`config.mk`:
```
export PLATFORM = sky130hd
export DESIGN_NAME = ptr_alloc_top
export DESIGN_NICKNAME = d
export VERILOG_FILES = /design/src/hdl/alloc_pkg.sv /design/src/hdl/bitmap_if.sv /design/src/hdl/alloc_bitmap.sv /design/src/hdl/alloc_ctrl.sv /design/src/hdl/free_scan.sv /design/src/hdl/ptr_alloc_top.sv /design/src/hdl/ptr_release.sv
export SDC_FILE = /design/constraint.sdc
export NUM_CORES = 1
export LEC_CHECK = 0
export BUFFER_PORTS_ARGS = -buffer_cell sky130_fd_sc_hd__buf_2
export CAP_MARGIN = 20
export CORE_MARGIN = 2
export CORE_UTILIZATION = 25
export CTS_CLUSTER_DIAMETER = 100
export CTS_CLUSTER_SIZE = 20
export DETAILED_ROUTE_END_ITERATION = 10
export PLACE_DENSITY = 0.46
export SETUP_SLACK_MARGIN = 0.2
export SLEW_MARGIN = 20
export SYNTH_ARGS = -nofsm -noshare
export SYNTH_HDL_FRONTEND = slang
export SYNTH_SLANG_ARGS = --single-unit
```
`constraint.sdc`:
```
create_clock -name clk -period 8.7 [get_ports clk]
set_input_delay 1.74 -clock clk [delete_from_list [all_inputs] [get_ports clk]]
set_output_delay 1.74 -clock clk [all_outputs]
set_load 0.005 [all_outputs]
```
`src/hdl/alloc_pkg.sv`:
```
package alloc_pkg;

    // ==================================================================
    // Pool geometry
    // ==================================================================

    // Pointer width and pool size
    localparam int PTR_WID     = 6;
    localparam int NUM_PTRS    = 2 ** PTR_WID;

    // Bitmap organisation, one bit per pointer
    localparam int WORD_WID    = 8;
    localparam int NUM_WORDS   = NUM_PTRS / WORD_WID;
    localparam int WADDR_WID   = $clog2(NUM_WORDS);
    localparam int BIDX_WID    = $clog2(WORD_WID);

    // Statistics
    localparam int ERR_CNT_WID = 8;

    // ==================================================================
    // Types
    // ==================================================================

    typedef logic [PTR_WID-1:0]   ptr_t;
    typedef logic [WORD_WID-1:0]  word_t;
    typedef logic [WADDR_WID-1:0] waddr_t;
    // Bit position inside one word
    typedef logic [BIDX_WID-1:0]  bidx_t;

    // Free pointer search
    typedef enum logic [1:0] {
        SCAN,
        FOUND,
        WAIT
    } scan_state_t;

    // Release read-modify-write
    typedef enum logic [1:0] {
        IDLE,
        READ,
        WRITE
    } rel_state_t;

endpackage

```
`src/hdl/bitmap_if.sv`:
```
interface bitmap_if import alloc_pkg::*; ();

    // Scan side read port
    logic   scan_rd_en;
    waddr_t scan_rd_addr;
    word_t  scan_rd_data;

    // Bit set on an alloc transfer
    logic   alloc_set;
    waddr_t alloc_waddr;
    bidx_t  alloc_bit;

    // Release side read and write ports
    logic   rel_rd_en;
    waddr_t rel_rd_addr;
    word_t  rel_rd_data;
    logic   rel_wr_en;
    waddr_t rel_wr_addr;
    word_t  rel_wr_data;

    modport scan (
        output scan_rd_en, scan_rd_addr, alloc_set, alloc_waddr, alloc_bit,
        input  scan_rd_data
    );

    modport rel (
        output rel_rd_en, rel_rd_addr, rel_wr_en, rel_wr_addr, rel_wr_data,
        input  rel_rd_data
    );

    modport bitmap_scan (
        input  scan_rd_en, scan_rd_addr, alloc_set, alloc_waddr, alloc_bit,
        output scan_rd_data
    );

    modport bitmap_rel (
        input  rel_rd_en, rel_rd_addr, rel_wr_en, rel_wr_addr, rel_wr_data,
        output rel_rd_data
    );

endinterface

```
`src/hdl/alloc_bitmap.sv`:
```
module alloc_bitmap import alloc_pkg::*; (
    input  logic           clk,
    input  logic           reset,
    output logic           init_done,
    bitmap_if.bitmap_scan  scan,
    bitmap_if.bitmap_rel   rel,
    output logic           stall
);

    // One bit per pointer, set means in use
    word_t  bitmap [NUM_WORDS];

    waddr_t init_waddr;

    // Alloc bit as a word mask
    word_t  set_mask;
    // Alloc set lands on the word the release side touches
    logic   set_hits_wr;
    logic   set_hits_rd;

    // ==================================================================
    // Arbitration
    // ==================================================================

    // Release side owns the port when both ask
    assign stall = scan.scan_rd_en && (rel.rel_rd_en || rel.rel_wr_en);

    assign set_mask = word_t'(1) << scan.alloc_bit;

    assign set_hits_wr = scan.alloc_set && rel.rel_wr_en &&
                         (scan.alloc_waddr == rel.rel_wr_addr);
    assign set_hits_rd = scan.alloc_set && rel.rel_rd_en &&
                         (scan.alloc_waddr == rel.rel_rd_addr);

    // ==================================================================
    // Init sweep
    // ==================================================================

    // One word cleared per clock after reset
    always_ff @(posedge clk) begin
        if (reset) begin
            init_waddr <= '0;
            init_done  <= 1'b0;
        end else if (!init_done) begin
            init_waddr <= init_waddr + 1'b1;
            // Last word goes clear on this edge
            if (init_waddr == waddr_t'(NUM_WORDS - 1)) begin
                init_done <= 1'b1;
            end
        end
    end

    // ==================================================================
    // Storage
    // ==================================================================

    always_ff @(posedge clk) begin
        if (!init_done) begin
            bitmap[init_waddr] <= '0;
        end else begin
            // Release write carries the cleared bit
            // Merge a same-word alloc so it is not lost
            if (rel.rel_wr_en) begin
                bitmap[rel.rel_wr_addr] <= rel.rel_wr_data |
                                           (set_hits_wr ? set_mask : '0);
            end
            // Alloc set on its own
            if (scan.alloc_set && !set_hits_wr) begin
                bitmap[scan.alloc_waddr] <= bitmap[scan.alloc_waddr] | set_mask;
            end
        end
    end

    // Read data one cycle after the enable
    always_ff @(posedge clk) begin
        // Scan read dropped on a stall, scan side retries
        if (scan.scan_rd_en && !stall) begin
            scan.scan_rd_data <= bitmap[scan.scan_rd_addr];
        end
        // Forward an alloc on the same edge so the RMW sees it
        if (rel.rel_rd_en) begin
            rel.rel_rd_data <= bitmap[rel.rel_rd_addr] |
                               (set_hits_rd ? set_mask : '0);
        end
    end

endmodule

```
`src/hdl/alloc_ctrl.sv`:
```
module alloc_ctrl import alloc_pkg::*; (
    input  logic                   clk,
    input  logic                   reset,
    input  logic                   en,
    output logic                   en_q,
    input  logic                   alloc_fire,
    input  logic                   rel_fire,
    input  logic                   rel_err,
    input  ptr_t                   rel_ptr,
    output logic                   dealloc_err,
    output ptr_t                   err_ptr,
    output logic [PTR_WID:0]       in_use,
    output logic [ERR_CNT_WID-1:0] err_cnt
);

    // Successful free
    logic rel_ok;

    assign rel_ok = rel_fire && !rel_err;

    // Enable towards the scan side
    always_ff @(posedge clk) begin
        if (reset) begin
            en_q <= 1'b0;
        end else begin
            en_q <= en;
        end
    end

    // ==================================================================
    // Statistics
    // ==================================================================

    // In-use count moves on the same edge as the bitmap
    always_ff @(posedge clk) begin
        if (reset) begin
            in_use <= '0;
        end else if (alloc_fire && !rel_ok) begin
            in_use <= in_use + 1'b1;
        end else if (rel_ok && !alloc_fire) begin
            in_use <= in_use - 1'b1;
        end
    end

    // Error pulse, counter and last bad pointer
    always_ff @(posedge clk) begin
        if (reset) begin
            dealloc_err <= 1'b0;
            err_ptr     <= '0;
            err_cnt     <= '0;
        end else begin
            dealloc_err <= rel_err;
            if (rel_err) begin
                err_ptr <= rel_ptr;
                // Saturates at all ones
                if (err_cnt != '1) begin
                    err_cnt <= err_cnt + 1'b1;
                end
            end
        end
    end

endmodule

```
`src/hdl/free_scan.sv`:
```
module free_scan import alloc_pkg::*; (
    input  logic   clk,
    input  logic   reset,
    input  logic   init_done,
    input  logic   en_q,
    input  logic   rel_done,
    input  logic   stall,
    bitmap_if.scan bm,
    input  logic   alloc_req,
    output logic   alloc_rdy,
    output ptr_t   alloc_ptr,
    output logic   alloc_fire
);

    scan_state_t state;

    // Word under examination
    waddr_t      waddr;
    // Read issued, data valid this cycle
    logic        rd_pend;

    // Prefetched pointer
    ptr_t        ptr_q;

    logic        word_full;
    bidx_t       free_bit;

    // Priority encoder, lowest clear bit of a word
    function automatic bidx_t lowest_zero(input word_t w);
        bidx_t idx;
        idx = '0;
        // Walk downward so the lowest hit wins
        for (int i = WORD_WID - 1; i >= 0; i--) begin
            if (!w[i]) begin
                idx = bidx_t'(i);
            end
        end
        return idx;
    endfunction

    assign word_full = &bm.scan_rd_data;
    assign free_bit  = lowest_zero(bm.scan_rd_data);

    // ==================================================================
    // Bitmap access
    // ==================================================================

    // One read in flight at a time
    assign bm.scan_rd_en   = (state == SCAN) && !rd_pend && init_done && en_q;
    assign bm.scan_rd_addr = waddr;

    // Transfer marks the held bit as used
    assign bm.alloc_set   = alloc_fire;
    assign bm.alloc_waddr = ptr_q[PTR_WID-1:BIDX_WID];
    assign bm.alloc_bit   = ptr_q[BIDX_WID-1:0];

    // ==================================================================
    // Alloc handshake
    // ==================================================================

    assign alloc_rdy  = (state == FOUND) && en_q;
    assign alloc_fire = alloc_rdy && alloc_req;
    assign alloc_ptr  = ptr_q;

    // ==================================================================
    // Search FSM
    // ==================================================================

    always_ff @(posedge clk) begin
        if (reset) begin
            state   <= SCAN;
            waddr   <= '0;
            rd_pend <= 1'b0;
        end else if (rel_done) begin
            // A freed pointer may sit below the held one
            // Restart from word 0
            state   <= SCAN;
            waddr   <= '0;
            rd_pend <= 1'b0;
        end else if (!en_q) begin
            // Disabled, hold nothing
            // Lower words only change via release so waddr stays
            state   <= SCAN;
            rd_pend <= 1'b0;
        end else begin
            case (state)
                SCAN: begin
                    if (rd_pend) begin
                        rd_pend <= 1'b0;
                        if (!word_full) begin
                            state <= FOUND;
                        end else if (waddr == waddr_t'(NUM_WORDS - 1)) begin
                            // Full pass, nothing free
                            state <= WAIT;
                        end else begin
                            waddr <= waddr + 1'b1;
                        end
                    end else if (bm.scan_rd_en && !stall) begin
                        rd_pend <= 1'b1;
                    end
                end
                FOUND: begin
                    // Words below stay full, resume at the current one
                    if (alloc_fire) begin
                        state <= SCAN;
                    end
                end
                WAIT: begin
                    // Pool full, only a release gets us out
                    state <= WAIT;
                end
                default: begin
                    state <= SCAN;
                end
            endcase
        end
    end

    // Capture the pointer when the word shows a hole
    always_ff @(posedge clk) begin
        if ((state == SCAN) && rd_pend && !word_full) begin
            ptr_q <= {waddr, free_bit};
        end
    end

endmodule

```
`src/hdl/ptr_alloc_top.sv`:
```
module ptr_alloc_top import alloc_pkg::*; (
    input  logic                   clk,
    input  logic                   reset,
    input  logic                   en,
    output logic                   init_done,
    // Alloc port
    input  logic                   alloc_req,
    output logic                   alloc_rdy,
    output ptr_t                   alloc_ptr,
    // Dealloc port
    input  logic                   dealloc_req,
    input  ptr_t                   dealloc_ptr,
    output logic                   dealloc_rdy,
    // Status
    output logic                   dealloc_err,
    output ptr_t                   err_ptr,
    output logic [PTR_WID:0]       in_use,
    output logic [ERR_CNT_WID-1:0] err_cnt
);

    logic en_q;
    logic stall;
    logic alloc_fire;
    logic rel_done;
    logic rel_fire;
    logic rel_err;
    ptr_t rel_ptr;

    // Bitmap access bus
    bitmap_if bm_if ();

    // ==================================================================
    // Datapath
    // ==================================================================

    alloc_bitmap u_bitmap (
        .clk       (clk),
        .reset     (reset),
        .init_done (init_done),
        .scan      (bm_if.bitmap_scan),
        .rel       (bm_if.bitmap_rel),
        .stall     (stall)
    );

    free_scan u_scan (
        .clk        (clk),
        .reset      (reset),
        .init_done  (init_done),
        .en_q       (en_q),
        .rel_done   (rel_done),
        .stall      (stall),
        .bm         (bm_if.scan),
        .alloc_req  (alloc_req),
        .alloc_rdy  (alloc_rdy),
        .alloc_ptr  (alloc_ptr),
        .alloc_fire (alloc_fire)
    );

    ptr_release u_release (
        .clk         (clk),
        .reset       (reset),
        .init_done   (init_done),
        .dealloc_req (dealloc_req),
        .dealloc_ptr (dealloc_ptr),
        .dealloc_rdy (dealloc_rdy),
        .bm          (bm_if.rel),
        .rel_done    (rel_done),
        .rel_fire    (rel_fire),
        .rel_err     (rel_err),
        .rel_ptr     (rel_ptr)
    );

    // ==================================================================
    // Control and statistics
    // ==================================================================

    alloc_ctrl u_ctrl (
        .clk         (clk),
        .reset       (reset),
        .en          (en),
        .en_q        (en_q),
        .alloc_fire  (alloc_fire),
        .rel_fire    (rel_fire),
        .rel_err     (rel_err),
        .rel_ptr     (rel_ptr),
        .dealloc_err (dealloc_err),
        .err_ptr     (err_ptr),
        .in_use      (in_use),
        .err_cnt     (err_cnt)
    );

endmodule

```
`src/hdl/ptr_release.sv`:
```
module ptr_release import alloc_pkg::*; (
    input  logic  clk,
    input  logic  reset,
    input  logic  init_done,
    input  logic  dealloc_req,
    input  ptr_t  dealloc_ptr,
    output logic  dealloc_rdy,
    bitmap_if.rel bm,
    output logic  rel_done,
    output logic  rel_fire,
    output logic  rel_err,
    output ptr_t  rel_ptr
);

    rel_state_t state;

    // Pointer being released
    ptr_t       ptr_q;

    waddr_t     ptr_waddr;
    bidx_t      ptr_bit;
    word_t      bit_mask;
    // Bit still marked in use, so the free is legal
    logic       bit_set;

    assign ptr_waddr = ptr_q[PTR_WID-1:BIDX_WID];
    assign ptr_bit   = ptr_q[BIDX_WID-1:0];
    assign bit_mask  = word_t'(1) << ptr_bit;
    assign bit_set   = |(bm.rel_rd_data & bit_mask);

    // ==================================================================
    // Dealloc handshake
    // ==================================================================

    // Open only once the bitmap is cleared
    assign dealloc_rdy = (state == IDLE) && init_done;

    // ==================================================================
    // Read-modify-write
    // ==================================================================

    // Read the word in READ, data back in WRITE
    assign bm.rel_rd_en   = (state == READ);
    assign bm.rel_rd_addr = ptr_waddr;

    // Write back with the bit cleared, skipped on a double free
    assign bm.rel_wr_en   = (state == WRITE) && bit_set;
    assign bm.rel_wr_addr = ptr_waddr;
    assign bm.rel_wr_data = bm.rel_rd_data & ~bit_mask;

    // Status towards scan and control
    assign rel_fire = (state == WRITE);
    assign rel_err  = rel_fire && !bit_set;
    assign rel_done = bm.rel_wr_en;
    assign rel_ptr  = ptr_q;

    always_ff @(posedge clk) begin
        if (reset) begin
            state <= IDLE;
        end else begin
            case (state)
                IDLE: begin
                    if (dealloc_req && dealloc_rdy) begin
                        state <= READ;
                    end
                end
                READ: begin
                    state <= WRITE;
                end
                WRITE: begin
                    state <= IDLE;
                end
                default: begin
                    state <= IDLE;
                end
            endcase
        end
    end

    // Latch the pointer on accept
    always_ff @(posedge clk) begin
        if (dealloc_req && dealloc_rdy) begin
            ptr_q <= dealloc_ptr;
        end
    end

endmodule

```
; ---- After elaboration in Yosys (flattened, before gate mapping)
; Memories as Yosys holds them, arrays and structs flattened. A register that Yosys moved wholly into a read port is not among the register bits.
; Cells that the tools add are included.
[word_totals]
output_inout_bits = 31
register_bits = 55
ram_bits = 64
mem_count = 1
[mem_list]
columns = memory, depth, word_bits, rd, rd_clocked_by_memory_dff, write_ports, line
row1 = u_bitmap.bitmap, 8, 8, 3, 3, 2, alloc_bitmap.sv:11  ; word_t bitmap [NUM_WORDS];
[op_classes]
n_reduce_logical = 43
mux = 34
shift = 2
n_addsub = 5
n_eq_ne = 12
bitwise_logic = 8
[op_table]
columns = operator, n
row1 = two-way mux 8 bit, 3
row2 = OR 8 bit, 3
row3 = logical AND 1 bit, 21
row4 = two-way mux 3 bit, 7
row5 = bitwise AND 8 bit, 2
row6 = OR reduction 8 bit, 2
row7 = left shift 1 x 3 -> 8 bit (first input constant), 2
row8 = two-way mux 2 bit, 7
row9 = two-way mux 7 bit, 2
row10 = two-way mux 1 bit, 13
row11 = AND reduction 12 bit, 1
row12 = adder 8 x 1 -> 8 bit (second input constant), 1
row13 = zero test 1 bit, 8
row14 = inequality test 8 bit (second input constant), 1
row15 = inverter 8 bit, 1
row16 = AND reduction 8 bit, 1
row17 = adder 7 x 1 -> 7 bit (second input constant), 1
row18 = subtractor 7 x 1 -> 7 bit (second input constant), 1
row19 = adder 3 x 1 -> 3 bit (second input constant), 2
row20 = == test 3 bit (second input constant), 2
row21 = one-hot mux 2 bit (3 select lines), 1
row22 = == test 2 x 1 -> 1 bit (second input constant), 2
row23 = == test 2 bit (second input constant), 2
row24 = zero test 2 bit, 2
row25 = other kinds (13), 16

; ---- Logic depth before layout (Yosys ltp)
[logic_depth]
ltp_word = 11
mapped_depth = 13

; ---- Cells and area by module
; Synthesis repeated with hierarchy kept, for this count alone.
[unflattened]
hier_cells = 640
hier_area_um2 = 7861.3
[modules_own_cells]
columns = mod, instances, seq_area_each_um2, area_each_um2, cells_each
row1 = alloc_bitmap, 1, 2482.4, 5545.3, 406
row2 = alloc_ctrl, 1, 460.4, 1184.9, 129
row3 = free_scan, 1, 300.3, 631.9, 61
row4 = ptr_release, 1, 220.2, 499.2, 44

; ---- Worst setup path after synthesis
; No wires, ideal clock.
[synth_timing]
path_kind = in2reg
startpoint = input port alloc_req
endpoint = memory u_bitmap.bitmap[3][0] (netlist bit) (enable)
arrival_ns = 3.493
slack_ns = 4.845
n_path_buf = 2
stages = 8
cell_sequence = and4b_1 > clkbuf_1 > ha_1 > nand4_1 > and3_1 > clkbuf_1 > nand2_1 > o21ai_0
[synth_lines]
columns = item, line
row1 = from (decl), ptr_alloc_top.sv:7  ; input logic alloc_req,
row2 = to (decl), alloc_bitmap.sv:11

==> impl_metrics.tcl <==
set metrics [dict create \
    status "finished, final reports clean" \
    synth.lib_cells_used.distinct 53 \
    max_clock_skew_ns 0.01242 \
    yosys-top-cells-count "sky130_fd_sc_hd__edfxtp_1 (92), sky130_fd_sc_hd__mux2i_1 (87), sky130_fd_sc_hd__mux4_2 (49)" \
    viasPerCell 5.135 \
    ctsHoldBuffers 0 \
    gp_congestion 0.8829 \
    total_power_draw_mw 1.526 \
    setup.worst_path.start_class "flip-flop" \
    vias 5186 \
    cell_depth_of_the_worst_min_delay_path 2 \
    routing_usage_on_met3 0.02126 \
    place_worst_setup_slack_ns 4.290 \
    grt_first_pass_wirelength_um 33380 \
    yosys.area.top_type "sky130_fd_sc_hd__edfxtp_1" \
    row_count 63 \
    worst_ep_required_time_ns 8.75 \
    mappedNetlistArea_um2 7465 \
    setup.worst_path.end_class "flip-flop" \
    fin_crit_ns 4.022 \
    cts.sink_count 133 \
    grt_most_used_layer "met2" \
    timing.reg2reg.setup_slack_ns 4.68 \
    io-pin-count 42 \
    multi_input_logic_area_um2 3685 \
    remaining_antenna_violation_count 0 \
    fp.coreArea_um2 29480 \
    cp_slowest_stage_delay_ns 0.62 \
    cp_data_arrival_time_ns 4.07 \
    ys_seq_area_frac 0.4801 \
    max-slew-margin-rel 0.1920 \
    maxCapViolations 0 \
    grt.met1_usage 0.1929 \
    worstReg2RegEnd "u_bitmap.bitmap[6][3]" \
    yosys_warnings 0 \
    fraction_of_final_layout_cells_sized_beyond_drive_strength_1 0.2435 \
    yosysTopAreaCellShare 0.3701 \
    synth_async_sr_flop_share 0 \
    die_width_um 176.8 \
    die_height_um 176.8 \
    worst_pin_slew_ns 1.210 \
    cts_post_setup_buffers_inserted 0 \
    cts_made_buffers 17 \
    crit_share_post_route 0.4623 \
    die_area_um2 31260 \
    maxSlewViolCount 0 \
    final.fill_count 3021 \
    worst_path_dominant_cell_family "simple AND/OR/NAND/NOR gates" \
    ys_dominant_reg_cell "sky130_fd_sc_hd__edfxtp_1" \
    post-route-util 0.2925 \
    grt_util_all_layers 0.1482 \
    worst-r2r-cell-count 9 \
    regToRegStartpoint "u_release.rel_ptr[0]" \
    antenna_cells_inserted 0 \
    clock_tree.htree_level_count 4 \
    drt-initial-drc-count 416 \
    route.detailed.drc 0 \
    tritoncts "built" \
    rsz0062_at_grt "false" \
    syn-num-nets 604 \
    cts-root-buf "sky130_fd_sc_hd__clkbuf_16" \
    timing.final.hold_violations 0 \
    ys_seq_elements 133 \
    power.density_cell_area_nw_per_um2 176.9 \
    post_synthesis_cells 580 \
    clkTransAtPathRegs_ns 0.06 \
    gr-usage-met2 0.2459 \
    synthTopCellsByArea "sky130_fd_sc_hd__edfxtp_1 (37%), sky130_fd_sc_hd__mux4_2 (15%), sky130_fd_sc_hd__mux2i_1 (12%)" \
    routed_wirelength_um 22460 \
    timing_worst_setup_path_type "reg2reg" \
    area.growth.synth_to_final_pct 15.54 \
    dp_hpwl_um 16200 \
    min_path_type "reg2reg" \
    critical-path-top-cell-by-count "sky130_fd_sc_hd__nand2_1" \
    antenna_found_initial 0 \
    hold_ep "u_ctrl.err_ptr[2]" \
    place.port_buffers 41 \
    layout.nets 631 \
    total_leakage_power_nw 3.347 \
    grt_pass1_vias 5147 \
    firstDrtPassIters 5 \
    worst_slack_ns 4.678 \
    timing.setup.tns_ns 0 \
    cts_resized 0 \
    min-delay-start "u_ctrl.err_ptr[2]" \
    clock.fmax_ghz 0.2486 \
    initial_utilization 0.2532 \
    worst_skew_pair_later_pin_latency_ns 0.43 \
    synth_enable_flop_cells 92 \
    vdd_drop_max_uv 81.51 \
    finalSetupViolCount 0 \
    globalRouteOverflowTotal 0 \
    seqCellArea_um2 3583 \
    critical_path.cell_chain "mux2_1 -> mux4_2 -> nand2_1 -> inv_1 -> ha_1 -> nand4_1 -> and3b_1 -> nand2_1 -> o21ai_0" \
    cp_slowest_cell "sky130_fd_sc_hd__mux4_2" \
    buffer_depth_of_the_longest_clock_path 2 \
    cell_with_the_most_instances_after_synthesis "sky130_fd_sc_hd__edfxtp_1" \
    syn_area_per_cell_um2 12.87 \
    grt_max_degree 35 \
    path_buf_inv 1 \
    routed_wire_per_std_cell_um 22.23 \
    cp_max_fo 15 \
]
per-layer routing:
metal | part of all wire | vias to the layer above | routed length, um
li1 | - | 2295 | -
met1 | 0.42 | 2658 | 9449
met2 | 0.49 | 198 | 11040
met3 | 0.057 | 35 | 1280
met4 | 0.031 | 0 | 692
met5 | 0 | - | 0
layout by cell type, fill, tap and decap left out, drive strengths merged, types with 7 or more instances in the layout:
| master | instances |
|---|---|
| a21oi | 13 |
| a31oi | 7 |
| and2 | 7 |
| buf | 45 |
| clkbuf | 17 |
| dfxtp | 41 |
| edfxtp | 92 |
| ha | 12 |
| inv | 16 |
| mux2 | 19 |
| mux2i | 87 |
| mux4 | 49 |
| nand2 | 45 |
| nand4 | 7 |
| nor2 | 29 |
| nor2b | 13 |
| nor3 | 8 |
| o21ai | 32 |
| xnor2 | 12 |
how the worst max path moves through the flow:
| stage | to | slack (ns) | from | depth (start not counted) |
|---|---|---|---|---|
| 6_report | u_bitmap.bitmap[6][3] | 4.68 | u_release.rel_ptr[0] | 9 |
| 3_5_place_dp | u_bitmap.bitmap[2][6] | 4.29 | alloc_req | 7 |
| 5_1_grt | u_bitmap.bitmap[4][1] | 4.42 | u_release.rel_ptr[0] | 9 |
| 3_3_place_gp | u_bitmap.bitmap[4][1] | 4.48 | alloc_req | 7 |
| 2_1_floorplan | u_bitmap.bitmap[3][0] | 4.84 | alloc_req | 8 |
| 4_1_cts | u_bitmap.bitmap[2][1] | 4.69 | u_release.rel_ptr[0] | 9 |
registers in the layout (all words and copies together) (netlist names), named ones only:
name / cells
u_bitmap.bitmap: 64
u_bitmap.rel.rel_rd_data: 8
u_bitmap.scan.scan_rd_data: 8
u_ctrl.err_cnt: 8
u_ctrl.in_use: 7
u_ctrl.err_ptr: 6
u_release.rel_ptr: 6
u_scan.alloc_ptr: 6
u_bitmap.init_waddr: 3
u_scan.bm.scan_rd_addr: 3
u_release.state: 2
u_scan.state: 2
u_bitmap.init_done: 1
u_ctrl.dealloc_err: 1
u_ctrl.en_q: 1
u_scan.rd_pend: 1
final cells by class:
type | instances | area share
Multi-Input combinational cell | 400 | 0.4272
Sequential cell | 133 | 0.4155
Tap cell | 390 | 0.05658
Clock buffer | 17 | 0.04933
Timing Repair Buffer | 45 | 0.02727
Clock inverter | 15 | 0.01973
Inverter | 10 | 0.004352
kinds of logic (layout without fill, tap and decap cells):
| logic type | count (synthesis) | count (layout) | share of synthesized area |
|---|---|---|---|
| XOR/XNOR | 14 | 14 | 0.01643 |
| flip-flops | 133 | 133 | 0.4801 |
| AND/OR/NAND/NOR | 154 | 154 | 0.1101 |
| AO/OA/AOI/OAI | 64 | 64 | 0.05062 |
| adder cells (fa/ha/maj) | 13 | 13 | 0.02280 |
| multiplexers | 155 | 155 | 0.2937 |
| buffers and inverters | 47 | 87 | 0.02632 |
report_power, final:
group	switching (mW)	internal, mW	total (mW)
Combinational	0.0486	0.0345	0.0831
Sequential	0.0179	0.693	0.711
Clock	0.303	0.429	0.732
Total	0.369	1.16	1.53
worst min-delay path, cell delays in order (launching register included):
cell	delay, ns
sky130_fd_sc_hd__dfxtp_1	0.31
sky130_fd_sc_hd__nand2_1	0.05
sky130_fd_sc_hd__a21oi_1	0.06
per-stage QoR:
stage | instance area (um^2) | instances | hold WS (ns)
CTS | 8617 | 1009 | 0.4605
detailed placement | 8021 | 977 | 0.4508
floorplan | 7465 | 580 | 0.4323
global route | 8625 | 1010 | 0.4783
global placement | 8021 | 977 | 0.4448
finish | 8625 | 1010 | 0.4604
No activity file was read; power rests on OpenSTA's default activity.
